<file path="src/design/rx_frame_pkg.sv">
package rx_frame_pkg;

	//////////////////////////////
	// Field types
	//////////////////////////////

	// One byte of the receive buffer
	typedef logic [7:0] byte_t;

	typedef logic [7:0] frame_id_t;
	typedef logic [7:0] frame_type_t;

	// Sequence number, high byte first in the buffer
	typedef logic [15:0] frame_sn_t;

	// Byte total, wraps at 2^16
	typedef logic [15:0] sum_t;

	//////////////////////////////
	// Header layout
	//////////////////////////////

	// Address 0 is the lead byte, read but dropped
	localparam int ID_OFS    = 1;
	localparam int TYPE_OFS  = 2;
	localparam int SN_HI_OFS = 3;
	localparam int SN_LO_OFS = 4;

	// Frame type codes
	localparam frame_type_t TYPE_ACK  = 8'h01;
	localparam frame_type_t TYPE_DATA = 8'h02;

	// Sorter classification
	typedef enum logic [1:0]
	{
		KIND_ACK,
		KIND_DATA,
		KIND_OTHER
	} frame_kind_t;

endpackage

</file>
<file path="src/design/rx_sum_check.sv">
module rx_sum_check
(
	input  logic                sys_clk,
	input  logic                glbl_rst_n,
	input  logic                rx_data_valid,
	input  rx_frame_pkg::byte_t rx_data,
	output logic                sum_done,
	output rx_frame_pkg::sum_t  stream_sum
);

	import rx_frame_pkg::*;

	logic valid_d;
	sum_t acc;

	// Valid history for edge detect
	always_ff @(posedge sys_clk)
	begin
		if (!glbl_rst_n)
		begin
			valid_d <= 1'b0;
		end
		else
		begin
			valid_d <= rx_data_valid;
		end
	end

	// First byte of a read restarts the total
	always_ff @(posedge sys_clk)
	begin
		if (rx_data_valid)
		begin
			acc <= (valid_d ? acc : '0) + sum_t'(rx_data);
		end
	end

	//////////////////////////////
	// End of read
	//////////////////////////////

	always_ff @(posedge sys_clk)
	begin
		if (!glbl_rst_n)
		begin
			sum_done <= 1'b0;
		end
		else
		begin
			sum_done <= valid_d && !rx_data_valid;
		end
	end

	always_ff @(posedge sys_clk)
	begin
		if (valid_d && !rx_data_valid)
		begin
			stream_sum <= acc;
		end
	end

endmodule

</file>
<file path="config.mk">
export PLATFORM = sky130hd
export DESIGN_NAME = rx_sum_check
export DESIGN_NICKNAME = d
export VERILOG_FILES = /design/src/design/rx_frame_pkg.sv /design/src/design/rx_sum_check.sv
export SDC_FILE = /design/constraint.sdc
export NUM_CORES = 1
export LEC_CHECK = 0
export BUFFER_PORTS_ARGS = -buffer_cell sky130_fd_sc_hd__clkbuf_2
export CAP_MARGIN = 25
export CORE_UTILIZATION = 50
export CTS_BUF_LIST = sky130_fd_sc_hd__clkbuf_4
export CTS_CLUSTER_DIAMETER = 100
export CTS_CLUSTER_SIZE = 8
export DETAILED_ROUTE_END_ITERATION = 16
export GPL_ROUTABILITY_DRIVEN = 0
export PLACE_DENSITY = 0.85
export SKIP_CTS_REPAIR_TIMING = 1
export SYNTH_ARGS = -nofsm -noshare
export SYNTH_HDL_FRONTEND = slang
export SYNTH_SLANG_ARGS = --single-unit
</file>
<file path="constraint.sdc">
create_clock -name sys_clk -period 2.6 [get_ports sys_clk]
set_clock_uncertainty 0.15 [all_clocks]
set_input_delay 0.52 -clock sys_clk [delete_from_list [all_inputs] [get_ports sys_clk]]
set_output_delay 0.52 -clock sys_clk [all_outputs]
set_load 0.02 [all_outputs]
</file>
==> reports/metrics.cfg <==
[outcome]
status=finished, final reports clean

[synth]
synth_top_area_share_pct=58.94
synth_area_leaders=edfxtp_1 59%, ha_1 6.1%, and2_1 4.2%, xnor2_1 2.7%, dfxtp_1 2.5%
yosysTopAreaCell=edfxtp_1
synth_area_um2=1630
yosysWarnings=0
synth_area_per_cell_um2=13.93
ys.flop_type=edfxtp_1
syn_nets=137
post-synth-top-count-cell=edfxtp_1
synth_seq_area_share_pct=61.40
ys_types=33
async_flop_share_pct=0
ys_seq_elements=34
synth_edf_count=32
synth_top_cells_by_count=32 x edfxtp_1, 11 x and2_1, 8 x ha_1
syn_inst=117

[floorplanning]
core_um2=3078
chipHeight_um=59.10
die_w_um=59.10
start_util_pct=52.97
rows=20
dieArea_um2=3493
io_pins=28

[critical_path]
critPathRequiredTime_ns=2.53
crit_fanout=5
cp_data_arrival_time_ns=2.42
endpoint_kind=flop
critPathKind=flop to flop
start_kind=flop

[detailed_routing]
via_per_inst=5.515
drt_iter0_markers=54
wl_um=2852
num_vias=1092
drt.antenna.violating_nets=0
dr.pass1.iters=4
routedWlPerCell_um=14.40
drc=0

[timing]
fin_hold_ws_ns=0.2399
setup_viol=0
hold_viol=0
tightestPinTransition_ns=0.4361
rsz0062_at_grt=yes
period_share_pct=96.05
period_needed_ns=2.497
fmax_mhz=400.4
slew_violations=0
max-slew-margin-rel_pct=70.92

[place]
portBuffers=27
dp.cells=190
dpl_cell_area_um2=1849
hpwlAfterDp_um=2036

[cts]
cts_tree=built
cts_buffers=5
clk_path_buf_depth=2
clkLatencyLatePin_ns=0.34
clock_sink_count=34
path_clk_slew_ns=0.10
cts-htree-levels=2
cts_root_buffer=clkbuf_4

[layout]
nFillCells=248
drive_gt1_share_pct=27.92
final_area_um2=1907
diodes=0
area_delta_synth_final_pct=16.96
num-nets-final=173
final_cells=198

[power_and_ir_drop]
internal_power_uw=801.9
p_per_area_nw_per_um2=570.8
total_power_uw=1088
netSwitchingFraction_pct=26.32
seqPwrFrac_pct=60.3
vdd_drop_max_v=0.0002787
combPwrFrac_pct=13.7
clockPowerShare_pct=26.0
p_leak_uw=0.0007430
p_switching_uw=286.4

[global_routing]
grt_max_degree=19
antenna_found_initial=0
grt_pass1_wl_um=4781
grt_pass1_vias=1073
grt-ovfl-total=0
grtUsageTotal_pct=19.15

[job]
maxCapViolations=0

[worst_hold_path]
hold_class=input port to flop

-- cell type report --
cell class | count | area, um^2 | share of cell area [%]
Sequential cell | 34 | 1001 | 52.49
Tap cell | 44 | 55.05 | 2.887
Clock buffer | 5 | 37.54 | 1.969
Multi-Input combinational cell | 81 | 631.9 | 33.14
Timing Repair Buffer | 31 | 165.2 | 8.661
Clock inverter | 3 | 16.27 | 0.8530
-- power by group through the flow --
stage	combinational, uW	sequential [uW]	clock, uW
floorplan	89.9	673	0
global placement	140	666	0
detailed placement	147	669	0
CTS	148	656	287
global route	165	660	311
finish	149	656	283
-- cell families (layout without fill, tap and decap cells) --
kind of cell	after synthesis	in the layout	synth area share (%)
fa+ha+maj	9	9	7.368
compound gates	28	28	12.51
buf+inv	2	39	0.4606
simple gates	34	34	12.66
mux	3	3	1.842
xor+xnor	7	7	3.761
flops	34	34	61.40
-- path summary, 6_finish.rpt --
check,end,cells past startpoint,slack [ns],startpoint
min,sum_done$_SDFF_PN0_,2,0.24,glbl_rst_n
max reg2reg,acc[10]$_DFFE_PP_,7,0.10,acc[0]$_DFFE_PP_
max,acc[10]$_DFFE_PP_,7,0.10,acc[0]$_DFFE_PP_
min reg2reg,stream_sum[5]$_DFFE_PP_,0,0.30,acc[5]$_DFFE_PP_
-- stage by stage --
stage / util (%) / setup TNS (ns) / worst slack [ns]
floorplan: - / 0 / 0.01134
global placement: 60.08 / 0 / 0.1461
detailed placement: 60.08 / 0 / 0.07230
CTS: 61.83 / 0 / 0.1364
global route: 61.95 / -0.02200 / -0.01614
finish: 61.95 / 0 / 0.1027
-- state kept, by name, indices dropped and copies added, names as in the netlist --
name        flops
acc            16
stream_sum     16
sum_done        1
valid_d         1
-- routing by layer --
metal	share of wire (%)	global-route usage (%)	vias up
li1	-	-	530
met2	49	32.31	36
met3	4.2	5.240	10
met4	3.0	9.864	0
met1	44	22.33	516
met5	0	0	-
-- critical path, cell delays in order, from the launching register on --
cell      delay, ns
edfxtp_1       0.39
and2_1         0.18
ha_1           0.22
fa_1           0.41
a21o_1         0.23
a221oi_2       0.39
or4_1          0.18
a21boi_0       0.09
-- layout by cell type, fill, tap and decap left out, types with 3 or more instances in the layout --
master and instances:
nand2_1 7, xnor2_1 5, or4_1 4, and2_1 11, ha_1 8, a21boi_1 3, mux2i_1 3, a21oi_1 4
o31ai_1 4, clkbuf_2 27, nand2b_1 3, clkbuf_4 5, edfxtp_1 32, buf_4 4, a21o_1 3
Note: power is estimated with default switching activity, not from simulation.
