`src/design/rx_buff_pkg.sv`:
```
package rx_buff_pkg;

	// Sequencer state, one per read kind
	typedef enum logic [1:0]
	{
		MODE_IDLE,
		MODE_LOAD,
		MODE_ACK,
		MODE_PASS
	} rd_mode_t;

	//////////////////////////////
	// Read windows
	//////////////////////////////

	// Ack read covers type, sn and following bytes
	localparam int ACK_START = 2;
	localparam int ACK_LEN   = 16;

	// Payload starts right after the sn high byte
	localparam int PASS_START = 4;

endpackage

```
`src/design/rx_frame_pkg.sv`:
```
package rx_frame_pkg;

	//////////////////////////////
	// Field types
	//////////////////////////////

	// One byte of the receive buffer
	typedef logic [7:0] byte_t;

	typedef logic [7:0] frame_id_t;
	typedef logic [7:0] frame_type_t;

	// Sequence number, high byte first in the buffer
	typedef logic [15:0] frame_sn_t;

	// Byte total, wraps at 2^16
	typedef logic [15:0] sum_t;

	//////////////////////////////
	// Header layout
	//////////////////////////////

	// Address 0 is the lead byte, read but dropped
	localparam int ID_OFS    = 1;
	localparam int TYPE_OFS  = 2;
	localparam int SN_HI_OFS = 3;
	localparam int SN_LO_OFS = 4;

	// Frame type codes
	localparam frame_type_t TYPE_ACK  = 8'h01;
	localparam frame_type_t TYPE_DATA = 8'h02;

	// Sorter classification
	typedef enum logic [1:0]
	{
		KIND_ACK,
		KIND_DATA,
		KIND_OTHER
	} frame_kind_t;

endpackage

```
`src/design/rd_rx_ram.sv`:
```
module rd_rx_ram
#(
	parameter int ADDR_W   = 11,
	parameter int PASS_LEN = 64
)
(
	input  logic                     sys_clk,
	input  logic                     glbl_rst_n,
	input  logic                     load_rd_en,
	input  logic                     ack_rd_en,
	input  logic                     pass_rd_en,
	output logic                     rx_buff_rden,
	output logic [ADDR_W-1:0]        rx_buff_rdaddr,
	input  rx_frame_pkg::byte_t      rx_buff_rddata,
	output logic                     rx_data_valid,
	output rx_frame_pkg::byte_t      rx_data,
	output logic                     got_frame,
	output rx_frame_pkg::frame_id_t   frame_id,
	output rx_frame_pkg::frame_type_t frame_type,
	output rx_frame_pkg::frame_sn_t   frame_sn
);

	import rx_frame_pkg::*;
	import rx_buff_pkg::*;

	// Load covers the lead byte, header and one spare
	localparam int LOAD_LEN = 6;
	localparam int MAX_LEN  = (PASS_LEN > ACK_LEN) ? PASS_LEN : ACK_LEN;
	localparam int CNT_W    = $clog2(MAX_LEN + 1);

	rd_mode_t          mode;
	logic [CNT_W-1:0]  rd_cnt;
	logic [CNT_W-1:0]  last_cnt;

	logic              rden_d1;
	logic              load_d1;
	logic              load_d2;
	logic [ADDR_W-1:0] addr_d1;
	logic [ADDR_W-1:0] addr_d2;

	frame_id_t         hdr_id;
	frame_type_t       hdr_type;
	byte_t             hdr_sn_hi;
	byte_t             hdr_sn_lo;

	//////////////////////////////
	// Address sequencer
	//////////////////////////////

	always_comb
	begin
		case (mode)
			MODE_LOAD: last_cnt = CNT_W'(LOAD_LEN - 1);
			MODE_ACK:  last_cnt = CNT_W'(ACK_LEN - 1);
			MODE_PASS: last_cnt = CNT_W'(PASS_LEN - 1);
			default:   last_cnt = '0;
		endcase
	end

	// Pass beats ack, ack beats load
	always_ff @(posedge sys_clk)
	begin
		if (!glbl_rst_n)
		begin
			mode           <= MODE_IDLE;
			rx_buff_rden   <= 1'b0;
			rx_buff_rdaddr <= '0;
			rd_cnt         <= '0;
		end
		else if (mode == MODE_IDLE)
		begin
			rd_cnt <= '0;
			if (pass_rd_en)
			begin
				mode           <= MODE_PASS;
				rx_buff_rden   <= 1'b1;
				rx_buff_rdaddr <= ADDR_W'(PASS_START);
			end
			else if (ack_rd_en)
			begin
				mode           <= MODE_ACK;
				rx_buff_rden   <= 1'b1;
				rx_buff_rdaddr <= ADDR_W'(ACK_START);
			end
			else if (load_rd_en)
			begin
				mode           <= MODE_LOAD;
				rx_buff_rden   <= 1'b1;
				rx_buff_rdaddr <= '0;
			end
		end
		else if (rd_cnt == last_cnt)
		begin
			mode         <= MODE_IDLE;
			rx_buff_rden <= 1'b0;
		end
		else
		begin
			// Wraps at the buffer depth
			rx_buff_rdaddr <= rx_buff_rdaddr + 1'b1;
			rd_cnt         <= rd_cnt + 1'b1;
		end
	end

	//////////////////////////////
	// Stream alignment
	//////////////////////////////

	always_ff @(posedge sys_clk)
	begin
		if (!glbl_rst_n)
		begin
			rden_d1       <= 1'b0;
			rx_data_valid <= 1'b0;
			load_d1       <= 1'b0;
			load_d2       <= 1'b0;
		end
		else
		begin
			rden_d1       <= rx_buff_rden;
			rx_data_valid <= rden_d1;
			load_d1       <= rx_buff_rden && (mode == MODE_LOAD);
			load_d2       <= load_d1;
		end
	end

	// Byte and its address ride along with the valid pipe
	always_ff @(posedge sys_clk)
	begin
		addr_d1 <= rx_buff_rdaddr;
		addr_d2 <= addr_d1;
		rx_data <= rx_buff_rddata;
	end

	//////////////////////////////
	// Header capture
	//////////////////////////////

	always_ff @(posedge sys_clk)
	begin
		if (load_d2)
		begin
			case (addr_d2)
				ADDR_W'(ID_OFS):    hdr_id    <= rx_data;
				ADDR_W'(TYPE_OFS):  hdr_type  <= rx_data;
				ADDR_W'(SN_HI_OFS): hdr_sn_hi <= rx_data;
				ADDR_W'(SN_LO_OFS): hdr_sn_lo <= rx_data;
				default:            ;
			endcase
		end
	end

	// Publish on the last load byte, fields hold until the next load
	always_ff @(posedge sys_clk)
	begin
		if (!glbl_rst_n)
		begin
			got_frame  <= 1'b0;
			frame_id   <= '0;
			frame_type <= '0;
			frame_sn   <= '0;
		end
		else
		begin
			got_frame <= load_d2 && (addr_d2 == ADDR_W'(LOAD_LEN - 1));
			if (load_d2 && (addr_d2 == ADDR_W'(LOAD_LEN - 1)))
			begin
				frame_id   <= hdr_id;
				frame_type <= hdr_type;
				frame_sn   <= {hdr_sn_hi, hdr_sn_lo};
			end
		end
	end

endmodule

```
`config.mk`:
```
export PLATFORM = sky130hd
export DESIGN_NAME = rd_rx_ram
export DESIGN_NICKNAME = d
export VERILOG_FILES = /design/src/design/rx_buff_pkg.sv /design/src/design/rx_frame_pkg.sv /design/src/design/rd_rx_ram.sv
export SDC_FILE = /design/constraint.sdc
export NUM_CORES = 1
export LEC_CHECK = 0
export BUFFER_PORTS_ARGS = -buffer_cell sky130_fd_sc_hd__buf_2
export CORE_ASPECT_RATIO = 0.7
export CORE_UTILIZATION = 55
export DETAILED_ROUTE_END_ITERATION = 7
export PLACE_DENSITY = 0.81
export SETUP_SLACK_MARGIN = 0.05
export SYNTH_ARGS = -nofsm -noshare
export SYNTH_HDL_FRONTEND = slang
export SYNTH_SLANG_ARGS = --single-unit
export TNS_END_PERCENT = 100
```
`constraint.sdc`:
```
create_clock -name sys_clk -period 5.7 [get_ports sys_clk]
set_input_delay 1.425 -clock sys_clk [delete_from_list [all_inputs] [get_ports sys_clk]]
set_output_delay 1.425 -clock sys_clk [all_outputs]
set_load 0.05 [all_outputs]
```
==> results.json <==
{
  "status": "finished, final reports clean",
  "grt_use_total": 0.255,
  "max_freq_ghz": 0.361,
  "port_buffers": 66,
  "tightest_slew_ps": 1120,
  "drv_cap": 0,
  "final_cell_mix": "dfxtp_1 (88), nand2_1 (84), buf_2 (66)",
  "yosys-top-cells-area": "dfxtp_1 (44%), edfxtp_1 (24%), nand2_1 (7.8%)",
  "place_area_mm2": 0.00443,
  "holdPathStages": 0,
  "grt_pass1_vias": 2883,
  "cp-start-kind": "flop",
  "holdPathEnd": "addr_d2[0]",
  "routed_wl_um": 9030,
  "clkPwrFrac": 0.508,
  "arrival_ps": 1340,
  "yosysTopAreaCell": "dfxtp_1",
  "root_buffer": "clkbuf_8",
  "skew_ps": 8.41,
  "critPathKind": "reg -> out",
  "fin_crit_sh": 0.485,
  "r2r_setup_slack_ps": 3120,
  "critPathTopFamily": "flip-flops",
  "detail_route.iter0.violations": 233,
  "synthFlopType": "dfxtp_1",
  "ios": 67,
  "num_rows": 25,
  "hold_buffers": 0,
  "drv_slew": 0,
  "cts_max_level": 4,
  "die_h_um": 73.5,
  "p_leak_nw": 2.02,
  "synthCells": 367,
  "cts_tree": "built",
  "initial_core_util": 0.581,
  "hold_viol_final": 0,
  "seq_area_frac_synth": 0.677,
  "p_switching_mw": 0.522,
  "p_per_area_mw_per_mm2": 440,
  "drc": 0,
  "postCtsSetupBuffers": 0,
  "power.internal_mw": 1.72,
  "die_area_mm2": 0.00766,
  "yosysWarnings": 0,
  "clkTransAtPathRegs_ps": 60,
  "pre_cts_slack_ps": 2620,
  "setup_viol": 0,
  "design_area_mm2": 0.00510,
  "cp-end-kind": "output port",
  "path_max_fanout": 9,
  "grt_first_pass_wirelength_um": 14300,
  "grt_overflow": 0,
  "cts_sinks": 120,
  "grt_max_degree": 39,
  "worstPathRequired_ps": 4280,
  "rsz0062_at_grt": "false",
  "fin_ws_ps": 2930,
  "clock_latency_ps": 520,
  "syn2layout_area_growth_pct": 26.9,
  "fin_tns_setup_ps": 0,
  "final_common_cell": "dfxtp_1",
  "vias": 3024,
  "core_region_area_mm2": 0.00691,
  "drtAntennaViolNets": 0,
  "synth-edff-count": 32,
  "cp_num_buf_inv": 1,
  "hpwl_um": 5530,
  "slowest_stage": "dfxtp_1",
  "relSlewSlack": 0.252,
  "fin_nets": 453,
  "dr.pass1.iters": 5,
  "period_needed_ps": 2770,
  "cts_buffers": 17,
  "synth_seq_cells": 120,
  "cpPeakStageDelay_ps": 490,
  "reg2regPathDepth": 5,
  "vdd_drop_max_uv": 318,
  "gp_congestion": 0.884,
  "synth_top_area_frac": 0.438,
  "min_from": "addr_d1[0]",
  "die_w_um": 104,
  "synthArstFlopShare": 0,
  "antenna_found_initial": 0,
  "syn_area_mm2": 0.00402,
  "antennaDiodeCount": 0,
  "drive_above_1_share": 0.262,
  "seqPwrFrac": 0.418,
  "cp_cell_sequence": "buf_2",
  "p_comb_frac": 0.074,
  "p_sw_frac": 0.233,
  "min_path_type": "reg -> reg",
  "cts_max_path_buffers": 2,
  "syn_nets": 382,
  "wl_per_cell_um": 16.6,
  "via_per_inst": 5.55,
  "r2r-start": "addr_d2[7]",
  "cts-resized-gates": 0,
  "synth_cell_types": 47,
  "syn_area_per_cell_um2": 11.0,
  "r2r_end": "frame_sn[13]"
}
[per-stage QoR]
stage | utilization | total power, mW | hold slack (ps) | cells
4_1_cts | 0.738 | 2.25 | 328 | 545
5_1_grt | 0.738 | 2.31 | 335 | 545
3_3_place_gp | 0.641 | 1.11 | 312 | 513
3_5_place_dp | 0.641 | 1.12 | 313 | 513
2_1_floorplan | - | 1.08 | 310 | 367
6_report | 0.738 | 2.24 | 329 | 545
[power groups by stage]
stage | logic [mW] | clock network [mW] | registers, mW
final | 0.167 | 1.14 | 0.938
after global routing | 0.179 | 1.19 | 0.943
after CTS | 0.166 | 1.15 | 0.937
after detailed placement | 0.163 | 0 | 0.955
after global placement | 0.158 | 0 | 0.952
after floorplan | 0.100 | 0 | 0.975
[kinds of logic after synthesis]
kind of cell / share of synthesized area
AND/OR/NAND/NOR: 0.166
flip-flops: 0.677
AO/OA/AOI/OAI: 0.115
buffers and inverters: 0.0243
XOR/XNOR: 0.00872
adder cells (fa/ha/maj): 0.00623
multiplexers: 0.00249
[sequential cells by signal, summed over array words and instances (netlist names), 2 cells and up]
register        flops
hdr_sn_hi           8
frame_id            8
hdr_sn_lo           8
addr_d1            11
mode                2
frame_sn           16
hdr_id              8
frame_type          8
hdr_type            8
addr_d2            11
rx_data             8
rx_buff_rdaddr     11
rd_cnt              7
[worst max-delay path by stage]
stage | slack, ps | endpoint | cells after the start | startpoint
final | 2930 | rx_buff_rdaddr[2] | 1 | rx_buff_rdaddr[2]
after floorplan | 3000 | rx_buff_rdaddr[8] | 5 | pass_rd_en
after global placement | 2660 | rx_buff_rdaddr[8] | 6 | pass_rd_en
after detailed placement | 2620 | rx_buff_rdaddr[8] | 6 | pass_rd_en
after CTS | 2930 | rx_buff_rdaddr[2] | 1 | rx_buff_rdaddr[2]
after global routing | 2870 | rx_buff_rdaddr[2] | 1 | rx_buff_rdaddr[2]
[per-layer routing]
metal  up-vias  track usage  share of wire
met5         -            0              0
met4         0        0.162          0.017
met3        18       0.0825          0.068
met2       126        0.398           0.48
met1      1447        0.314           0.43
li1       1433            -              -
[final cells by class]
type | instances | area [µm²]
repair buffers | 69 | 353
clock inverters | 6 | 61.3
inverters | 5 | 18.8
clock buffers | 26 | 607
multi-input cells | 225 | 1220
fillers | 445 | 1810
flip-flops and latches | 120 | 2720
well taps | 94 | 118
[synthesized netlist by cell type (2+ instances only)]
cell type and n:
buf_6 2, a21oi_1 41, o21ai_0 5, or3_1 2, a32o_1 2, nor4_1 4
nor3_1 7, or4_1 3, inv_1 5, and2_2 2, dfxtp_1 88, clkbuf_1 14
and3_1 2, a211oi_1 2, or2_2 2, a31o_1 2, xnor2_1 3, nor2_1 18
edfxtp_1 32, a32oi_1 2, nand3_1 6, a31o_2 3, a31oi_1 4, nand2_1 84
ha_1 2, nand4_1 5, and2_1 5
Power figures use the tool's default switching activity.
