[src/design/rx_frame_pkg.sv]
package rx_frame_pkg;

	//////////////////////////////
	// Field types
	//////////////////////////////

	// One byte of the receive buffer
	typedef logic [7:0] byte_t;

	typedef logic [7:0] frame_id_t;
	typedef logic [7:0] frame_type_t;

	// Sequence number, high byte first in the buffer
	typedef logic [15:0] frame_sn_t;

	// Byte total, wraps at 2^16
	typedef logic [15:0] sum_t;

	//////////////////////////////
	// Header layout
	//////////////////////////////

	// Address 0 is the lead byte, read but dropped
	localparam int ID_OFS    = 1;
	localparam int TYPE_OFS  = 2;
	localparam int SN_HI_OFS = 3;
	localparam int SN_LO_OFS = 4;

	// Frame type codes
	localparam frame_type_t TYPE_ACK  = 8'h01;
	localparam frame_type_t TYPE_DATA = 8'h02;

	// Sorter classification
	typedef enum logic [1:0]
	{
		KIND_ACK,
		KIND_DATA,
		KIND_OTHER
	} frame_kind_t;

endpackage

[src/design/rx_frame_sorter.sv]
module rx_frame_sorter
(
	input  logic                      sys_clk,
	input  logic                      glbl_rst_n,
	input  logic                      got_frame,
	input  rx_frame_pkg::frame_type_t frame_type,
	input  rx_frame_pkg::frame_sn_t   frame_sn,
	input  logic                      sum_done,
	input  rx_frame_pkg::sum_t        stream_sum,
	output logic                      result_valid,
	output rx_frame_pkg::frame_kind_t result_kind,
	output rx_frame_pkg::frame_sn_t   result_sn,
	output rx_frame_pkg::sum_t        result_sum
);

	import rx_frame_pkg::*;

	frame_kind_t kind_q;
	frame_sn_t   sn_q;

	function automatic frame_kind_t kind_of(frame_type_t t);
		case (t)
			TYPE_ACK:  return KIND_ACK;
			TYPE_DATA: return KIND_DATA;
			default:   return KIND_OTHER;
		endcase
	endfunction

	// Last header seen, unknown until the first load
	always_ff @(posedge sys_clk)
	begin
		if (!glbl_rst_n)
		begin
			kind_q <= KIND_OTHER;
			sn_q   <= '0;
		end
		else if (got_frame)
		begin
			kind_q <= kind_of(frame_type);
			sn_q   <= frame_sn;
		end
	end

	//////////////////////////////
	// Result output
	//////////////////////////////

	always_ff @(posedge sys_clk)
	begin
		if (!glbl_rst_n)
		begin
			result_valid <= 1'b0;
		end
		else
		begin
			result_valid <= sum_done;
		end
	end

	always_ff @(posedge sys_clk)
	begin
		if (sum_done)
		begin
			result_kind <= kind_q;
			result_sn   <= sn_q;
			result_sum  <= stream_sum;
		end
	end

endmodule

[config.mk]
export PLATFORM = sky130hd
export DESIGN_NAME = rx_frame_sorter
export DESIGN_NICKNAME = d
export VERILOG_FILES = /design/src/design/rx_frame_pkg.sv /design/src/design/rx_frame_sorter.sv
export SDC_FILE = /design/constraint.sdc
export NUM_CORES = 1
export LEC_CHECK = 0
export BUFFER_PORTS_ARGS = -buffer_cell sky130_fd_sc_hd__clkbuf_2
export CORE_ASPECT_RATIO = 1.2
export CORE_MARGIN = 5
export CORE_UTILIZATION = 46
export CTS_CLUSTER_DIAMETER = 30
export DETAILED_ROUTE_END_ITERATION = 10
export PLACE_DENSITY = 0.83
export SLEW_MARGIN = 10
export SYNTH_ARGS = -nofsm -noshare
export SYNTH_HDL_FRONTEND = slang
export SYNTH_SLANG_ARGS = --single-unit
export TNS_END_PERCENT = 100
[constraint.sdc]
create_clock -name sys_clk -period 1.2 [get_ports sys_clk]
set_clock_uncertainty 0.2 [all_clocks]
set_input_delay 0.12 -clock sys_clk [delete_from_list [all_inputs] [get_ports sys_clk]]
set_output_delay 0.12 -clock sys_clk [all_outputs]
set_load 0.01 [all_outputs]
==> results of run 1 <==
-- cells in the final DEF (no fill, tap or decap) --
| master | netlist | final |
|---|---|---|
| buf_4 | 0 | 2 |
| dlygate4sd3_1 | 0 | 32 |
| a41oi_1 | 1 | 1 |
| xor2_1 | 1 | 1 |
| and2_1 | 1 | 1 |
| nor3b_1 | 1 | 1 |
| and3b_1 | 1 | 1 |
| nor4_1 | 1 | 1 |
| clkinv_4 | 0 | 1 |
| dfxtp_1 | 19 | 19 |
| clkbuf_1 | 1 | 1 |
| edfxtp_1 | 34 | 34 |
| clkbuf_8 | 0 | 5 |
| a41o_1 | 1 | 1 |
| and2_2 | 1 | 1 |
| mux2i_1 | 16 | 16 |
| nor2b_1 | 17 | 17 |
| clkbuf_2 | 0 | 78 |
| buf_12 | 1 | 4 |
| bufinv_16 | 0 | 1 |
| nor2_1 | 1 | 1 |
-- cells by family after synthesis --
kind of cell | Yosys count
mux | 16
xor+xnor | 1
compound gates | 2
simple gates | 23
buf+inv | 4
flops | 53
-- final cells by class --
cell class / instances / share of cell area [%]
multi-input combinational: 42 / 12.29
timing repair buffer: 116 / 29.65
clock buffer: 6 / 2.670
tap: 52 / 2.394
clock inverter: 2 / 1.427
sequential: 53 / 51.57
-- report_power, final --
group | switching, µW | internal, µW
Clock | 534 | 626
Combinational | 191 | 242
Sequential | 43.2 | 2060
Total | 768 | 2930
-- registers in the layout, summed over array words and instances (netlist names) --
name          flops
result_sn        16
result_sum       16
sn_q             16
kind_q            2
result_kind       2
result_valid      1
-- routing by layer --
metal / up-vias / global-route usage, % / wire [µm] / share of wire [%]
met5: - / 0 / 0 / 0
met4: 0 / 6.098 / 89 / 2.1
met3: 8 / 6.000 / 421 / 9.9
met2: 63 / 31.15 / 2291 / 54
met1: 586 / 16.30 / 1462 / 34
li1: 597 / - / - / -
-- final timing paths --
| kind | startpoint | endpoint | slack [ps] | cells after the start |
|---|---|---|---|---|
| setup reg to reg | kind_q[0] | kind_q[0] | 230 | 2 |
| setup / recovery | result_sn[10] | result_sn[10] | 40 | 1 |
| hold reg to reg | sn_q[6] | result_sn[6] | 240 | 0 |
| hold / removal | frame_type[7] | kind_q[1] | -70 | 3 |
-- stage by stage --
step	hold WS, ps	TNS [ps]	setup slack, ps	power, µW	std cells
2_1_floorplan	18.87	0	238.1	2269	99
3_3_place_gp	97.18	0	160.0	2463	231
3_5_place_dp	101.5	0	100.8	2488	231
4_1_cts	-73.91	0	33.02	3717	271
5_1_grt	-29.86	-8.151	-4.300	3841	271
6_report	-66.78	0	37.30	3696	271
-- timing repair --
item	4_1_cts	5_1_grt
hold endpoints to repair	34	2
setup buffers	0	0
endpoints found under the setup margin	0	2
==> results.yml, run 1 <==
status:
  status: "complete, but fails checks"
  violations: "negative hold slack"
power_and_ir_drop:
  vdd_drop_max_v: 0.0007511
  p_leak_uw: 0.001213
  power_density_nw_per_um2: 1360
cts:
  root_buffer: "clkbuf_8"
  clk_pin_slew_ps: 80
  hold_buffers: 32
  cts_tree: "built"
  insertion_delay_ps: 290
  clockBufferDepth: 2
  numCtsBuffers: 5
  h-tree-depth: 2
  cts.repair.resized: 0
  clock-sinks: 53
yosys:
  synth-simple-area-share_pct: 8.245
  synthArstFlopShare_pct: 0
  ys.flop_type: "edfxtp_1"
  synth.most_common_cell: "edfxtp_1"
  synth-seq-cells: 53
  synthXorXnorAreaFrac_pct: 0.4933
  synth_edf_count: 34
  synth_fp_nets: 143
  ys_seq_area_share_pct: 78.93
  yosysTopAreaCell: "edfxtp_1"
  synthMuxAreaShare_pct: 9.020
  yosys-top-cells-area: "edfxtp_1 (58%), dfxtp_1 (21%), mux2i_1 (9.0%)"
  synth_common_cells: "edfxtp_1 (34), dfxtp_1 (19), nor2b_1 (17), mux2i_1 (16)"
  synth_warnings: 0
  netlist_area_um2: 1775
  synthAdderAreaFrac_pct: 0
  yosysTopAreaCellShare_pct: 57.51
  synth_top_family_by_area: "multiplexers"
  ys_types: 17
  syn_avg_cell_area_um2: 17.93
  synth_compound_area_share_pct: 1.057
  postSynthCellCount: 99
run:
  cap_violations: 0
timing:
  hold_ws_ps: -66.78
  worstMarginPinSlew_ps: 422.7
  setup_viol: 0
  max_slew_margin_pct: 71.56
  fin_crit_sh_pct: 96.89
  rsz0062_at_grt: "true"
  report.final.hold_viol_count: 2
  drv_slew: 0
  min_period_ps: 1163
  timing.fmax_ghz: 0.8601
final_layout:
  fillers: 227
  drive_above_1_share_pct: 42.01
  final_area_um2: 2718
  area_growth_pct: 53.07
  multi_input_area_um2: 334.1
  ff_latch_area_um2: 1401
  final_nets: 262
  diodes: 0
  post-route-util_pct: 73.58
floorplanning:
  placementRows: 24
  design.core.area_um2: 3694
  top_level_ports: 79
  die_h_um: 78.06
  die_width_um: 66.72
  start_util_pct: 48.07
  dieArea_um2: 5207
global_routing:
  antenna_found_initial: 0
  grt_overflow: 0
  grt_start_max_net_pins: 21
  grt_first_pass_wirelength_um: 6285
  grt_pass1_vias: 1308
  grt_usage_pct: 16.65
setup_path:
  slowest_delay_ps: 400
  startpoint_type: "flop"
  worstSetupPathType: "flop to output pin"
  crit_required_ps: 880
  critPathBufInv: 1
  path_delay_family: "flip-flops"
  cp_slowest_cell: "edfxtp_1"
  arrival_ps: 840
  cp_cell_sequence: "clkbuf_2"
  critPathCaptureType: "output pin"
  path_max_fanout: 1
route:
  antenna_left: 0
  drt_iter0_drc: 31
  drc: 0
  routed_wl_um: 4265
  via_per_inst: 4.627
  wl_per_cell_um: 15.74
  drt_pass1_iterations: 4
  vias: 1254
placement:
  dp.final_hpwl_um: 2860
  gp_congestion: 0.6695
  place_area_um2: 2286
  io_buffers: 78
worst_hold_path:
  worstHoldPathType: "input port to flop"
(Power assumes the default switching activity.)
==> run 2: changes to the inputs <==
Settings changed: REMOVE_ABC_BUFFERS set to 1.
==> run 2 against run 1 <==
Effect of this change: the flow still finishes with violations (negative hold slack); final cell count did not move; combinational power decreased by 2%; critical path depth stayed put; critical endpoint is now result_sum[4]; worst setup slack improved by 3.3 ps; fmax up 0.29%; power fell by 5.2%; largest cell class unchanged; flip-flop and latch count unchanged.
==> results.yml, run 2 (synthesis results as in run 1) <==
status:
  status: "complete, but fails checks"
  violations: "negative hold slack"
cts:
  insertion_delay_ps: 300
  h-tree-depth: 2
  post_cts_buffers: 0
  clock-sinks: 53
  cts_tree: "built"
  root_buffer: "clkbuf_8"
  numCtsBuffers: 5
  cts.repair.resized: 0
  clk_pin_slew_ps: 100
  clockBufferDepth: 2
  hold_buffers: 33
floorplanning:
  die_h_um: 78.06
  start_util_pct: 48.07
  dieArea_um2: 5207
  die_width_um: 66.72
  design.core.area_um2: 3694
  top_level_ports: 79
  placementRows: 24
setup_path:
  startpoint_type: "flop"
  path_delay_family: "flip-flops"
  r2r_start: "kind_q[0]"
  critPathCaptureType: "output pin"
  arrival_ps: 840
  cp_cell_sequence: "clkbuf_2"
  path_max_fanout: 1
  slowest_delay_ps: 390
  reg2reg_depth: 2
  crit_required_ps: 880
  cp_slowest_cell: "edfxtp_1"
  ff2ff_setup_slack_ps: 230
  rr_endpoint: "kind_q[0]"
  worstSetupPathType: "flop to output pin"
  critPathBufInv: 1
worst_hold_path:
  worstHoldPathType: "input port to flop"
  hold_path_depth: 3
  hp-start: "frame_type[6]"
  holdPathEnd: "kind_q[1]"
route:
  drc: 0
  via_per_inst: 4.579
  drt_iter0_drc: 52
  antenna_left: 0
  vias: 1241
  wl_per_cell_um: 15.57
  drt_pass1_iterations: 4
  routed_wl_um: 4220
placement:
  dpl.cell_count: 230
  gp_congestion: 0.7024
  io_buffers: 78
  dp.final_hpwl_um: 2832
final_layout:
  final_cells: 271
  final_common_cell: "clkbuf_2"
  final_nets: 262
  reg_top3: "result_sn: 16 flops, result_sum: 16 flops, sn_q: 16 flops"
  drive_above_1_share_pct: 42.01
  mostFrequentLayoutCells: "clkbuf_2 (78), edfxtp_1 (34), dlygate4sd3_1 (33), dfxtp_1 (19), nor2b_1 (17)"
  diodes: 0
  area_growth_pct: 51.30
timing:
  report.final.hold_viol_count: 2
  worstMarginPinSlew_ps: 368.5
  tns_ps: 0
  timing.fmax_ghz: 0.8625
  setup_viol: 0
  hold_ws_ps: -79.74
  min_period_ps: 1159
  rsz0062_at_grt: "false"
  fin_crit_sh_pct: 96.62
  drv_slew: 0
  max_slew_margin_pct: 75.21
global_routing:
  grt_first_pass_wirelength_um: 6582
  antenna_found_initial: 0
  grt_pass1_vias: 1299
  grt_start_max_net_pins: 22
  grt_overflow: 0
  grt_usage_pct: 17.18
power_and_ir_drop:
  vdd_drop_max_v: 0.001083
  switching_power_uw: 792.5
  seq_power_share_pct: 59.9
  power_density_nw_per_um2: 1304
  power_frac_clock_pct: 27.9
  pwr-share-comb_pct: 12.1
  p_int_uw: 2712
  p_leak_uw: 0.001197
  swShare_pct: 22.62
run:
  cap_violations: 0
-- run 2: worst max-delay path by stage --
| stage | startpoint | end | slack, ps | cells past startpoint |
|---|---|---|---|---|
| after floorplan | kind_q[0] | kind_q[0] | 280 | 2 |
| after global placement | got_frame | kind_q[1] | 120 | 4 |
| after detailed placement | got_frame | sn_q[3] | 50 | 4 |
| after CTS | result_sum[9] | result_sum[9] | 20 | 1 |
| after global routing | result_sum[5] | result_sum[5] | 2 | 1 |
| final | result_sum[4] | result_sum[4] | 40 | 1 |
-- run 2: metrics by stage --
step	hold WS [ps]	instance area [µm²]	total power [µW]	setup WS (ps)	util, %
2_1_floorplan	18.87	1735	2242	275.6	-
3_3_place_gp	97.19	2266	2457	122.0	61.35
3_5_place_dp	98.65	2266	2478	50.11	61.35
4_1_cts	-82.40	2686	3523	23.60	72.73
5_1_grt	-53.23	2686	3648	2.274	72.73
6_report	-79.74	2686	3504	40.61	72.73
-- run 2: cell type report --
type                            instances  area, µm²
Timing Repair Buffer                  116      795.8
Tap cell                               52      65.06
Clock inverter                          3      21.27
Fill cell                             239       1007
Sequential cell                        53       1401
Multi-Input combinational cell         42      334.1
Clock buffer                            5      68.82
-- run 2: power by group through the flow --
stage,combinational [µW],sequential (µW),clock [µW]
floorplan,62.2,2180,0
global placement,324,2130,0
detailed placement,336,2140,0
CTS,425,2100,998
global route,463,2110,1070
finish,425,2100,979
-- run 2: worst register-to-register path: cells and delay by family, from the launching register on --
family / cells / cell delay (ps)
flip-flops: 1 / 320
AO/OA/AOI/OAI: 1 / 190
AND/OR/NAND/NOR: 1 / 170
-- run 2: metal layers --
layer  up-vias  wire [µm]  GRT usage, %
li1        595          -             -
met1       583       1507         17.79
met2        56       2278         31.85
met3         7        344         4.571
met4         0         89         7.114
met5         -          0             0
==> run 3: changes to the inputs <==
Settings changed: RECOVER_POWER set to 25.
==> run 3 against run 2 <==
Effect of this change: the run still ends with negative hold slack left; highest routed layer unchanged; register-to-register slack about the same; first-iteration DRC count increased by 5.8%; die area unchanged; power decreased by 0.38%; largest power group unchanged; utilization decreased by 0.88 points; worst hold slack about the same; fmax about the same; final area decreased by 1.2%; count of clock-buffer cells in the layout unchanged; global-route usage unchanged; final cell count unchanged.
==> results.yml, run 3 (synthesis results as in run 1) <==
timing:
  max_slew_margin_pct: 48.75
  tns_ps: 0
  report.final.hold_viol_count: 2
  setup_viol: 0
  fin_crit_sh_pct: 96.60
  worstMarginPinSlew_ps: 768.7
  min_period_ps: 1159
  drv_slew: 0
  hold_ws_ps: -79.74
  worst_slack_ps: 40.82
  rsz0062_at_grt: "false"
  timing.fmax_ghz: 0.8627
global_routing:
  grt_first_pass_wirelength_um: 6582
  antenna_found_initial: 0
  grt_start_max_net_pins: 22
  grt_pass1_vias: 1299
  grt_overflow: 0
  grt_usage_pct: 17.18
power_and_ir_drop:
  p_leak_uw: 0.001181
  power_density_nw_per_um2: 1315
  switching_power_uw: 790.2
  p_int_uw: 2701
  vdd_drop_max_v: 0.001081
  pwr-share-comb_pct: 11.8
  power_frac_clock_pct: 28.0
  swShare_pct: 22.63
  seq_power_share_pct: 60.2
cts:
  insertion_delay_ps: 300
  cts.repair.resized: 0
  clockBufferDepth: 2
  clock-sinks: 53
  clk_pin_slew_ps: 100
  hold_buffers: 33
  root_buffer: "clkbuf_8"
  cts_tree: "built"
  numCtsBuffers: 5
  post_cts_buffers: 0
  h-tree-depth: 2
placement:
  dp.final_hpwl_um: 2832
  gp_congestion: 0.7024
  dp_slack_ps: 50.11
  io_buffers: 78
route:
  vias: 1258
  via_per_inst: 4.642
  drt_pass1_iterations: 3
  antenna_left: 0
  wl_per_cell_um: 15.65
  drc: 0
  routed_wl_um: 4241
  drt_iter0_drc: 55
setup_path:
  cp_slowest_cell: "edfxtp_1"
  slowest_delay_ps: 390
  path_delay_family: "flip-flops"
  arrival_ps: 840
  worstSetupPathType: "flop to output pin"
  critPathBufInv: 1
  crit_required_ps: 880
  startpoint_type: "flop"
  cp_cell_sequence: "clkbuf_2"
  critPathCaptureType: "output pin"
  path_max_fanout: 1
floorplanning:
  dieArea_um2: 5207
  top_level_ports: 79
  placementRows: 24
  design.core.area_um2: 3694
  start_util_pct: 48.07
  die_width_um: 66.72
  die_h_um: 78.06
status:
  violations: "negative hold slack"
  status: "complete, but fails checks"
final_layout:
  area_growth_pct: 49.47
  mostFrequentLayoutCells: "clkbuf_2 (78), edfxtp_1 (34), dlygate4sd3_1 (33), dfxtp_1 (19), nor2b_1 (17)"
  reg_top3: "result_sn: 16 flops, result_sum: 16 flops, sn_q: 16 flops"
  final_common_cell: "clkbuf_2"
  diodes: 0
  drive_above_1_share_pct: 41.10
  final_nets: 262
worst_hold_path:
  worstHoldPathType: "input port to flop"
run:
  cap_violations: 0
## run 3: changes by cell type in the layout (fill, tap and decap cells not counted)
cell      previous run  this run
buf_12               3         1
clkbuf_1             0         2
## run 3: path summary, 6_finish.rpt
kind	from	endpoint	slack [ps]	cells after the start
min	frame_type[6]	kind_q[1]	-80	3
min reg2reg	sn_q[1]	result_sn[1]	240	0
max	result_sum[4]	result_sum[4]	40	1
max reg2reg	kind_q[0]	kind_q[0]	230	2
## run 3: power by group through the flow
stage	sequential, µW	combinational [µW]	clock [µW]
final	2100	412	977
after detailed placement	2140	336	0
after CTS	2100	425	998
after global placement	2130	324	0
after floorplan	2180	62.2	0
after global routing	2110	449	1070
## run 3: routing by layer
layer	routed length, µm	part of all wire [%]	track usage [%]	vias to the layer above
met5	0	0	0	-
met4	89	2.1	7.114	0
met3	333	7.9	4.571	7
met2	2296	54	31.85	57
met1	1521	36	17.79	598
li1	-	-	-	596
## run 3: final cells by class
class,instances,area [µm²]
clock buffers,5,68.82
clock inverters,3,21.27
fillers,245,1040
multi-input cells,42,334.1
flip-flops and latches,53,1401
well taps,52,65.06
repair buffers,116,763.2
## run 3: metrics by stage
stage / std cells / util (%) / hold WS, ps / power, µW / area [µm²]
after floorplan: 95 / - / 18.87 / 2242 / 1735
after global placement: 230 / 61.35 / 97.19 / 2457 / 2266
after detailed placement: 230 / 61.35 / 98.65 / 2478 / 2266
after CTS: 271 / 72.73 / -82.40 / 3523 / 2686
after global routing: 271 / 71.85 / -53.23 / 3634 / 2654
final: 271 / 71.85 / -79.74 / 3491 / 2654
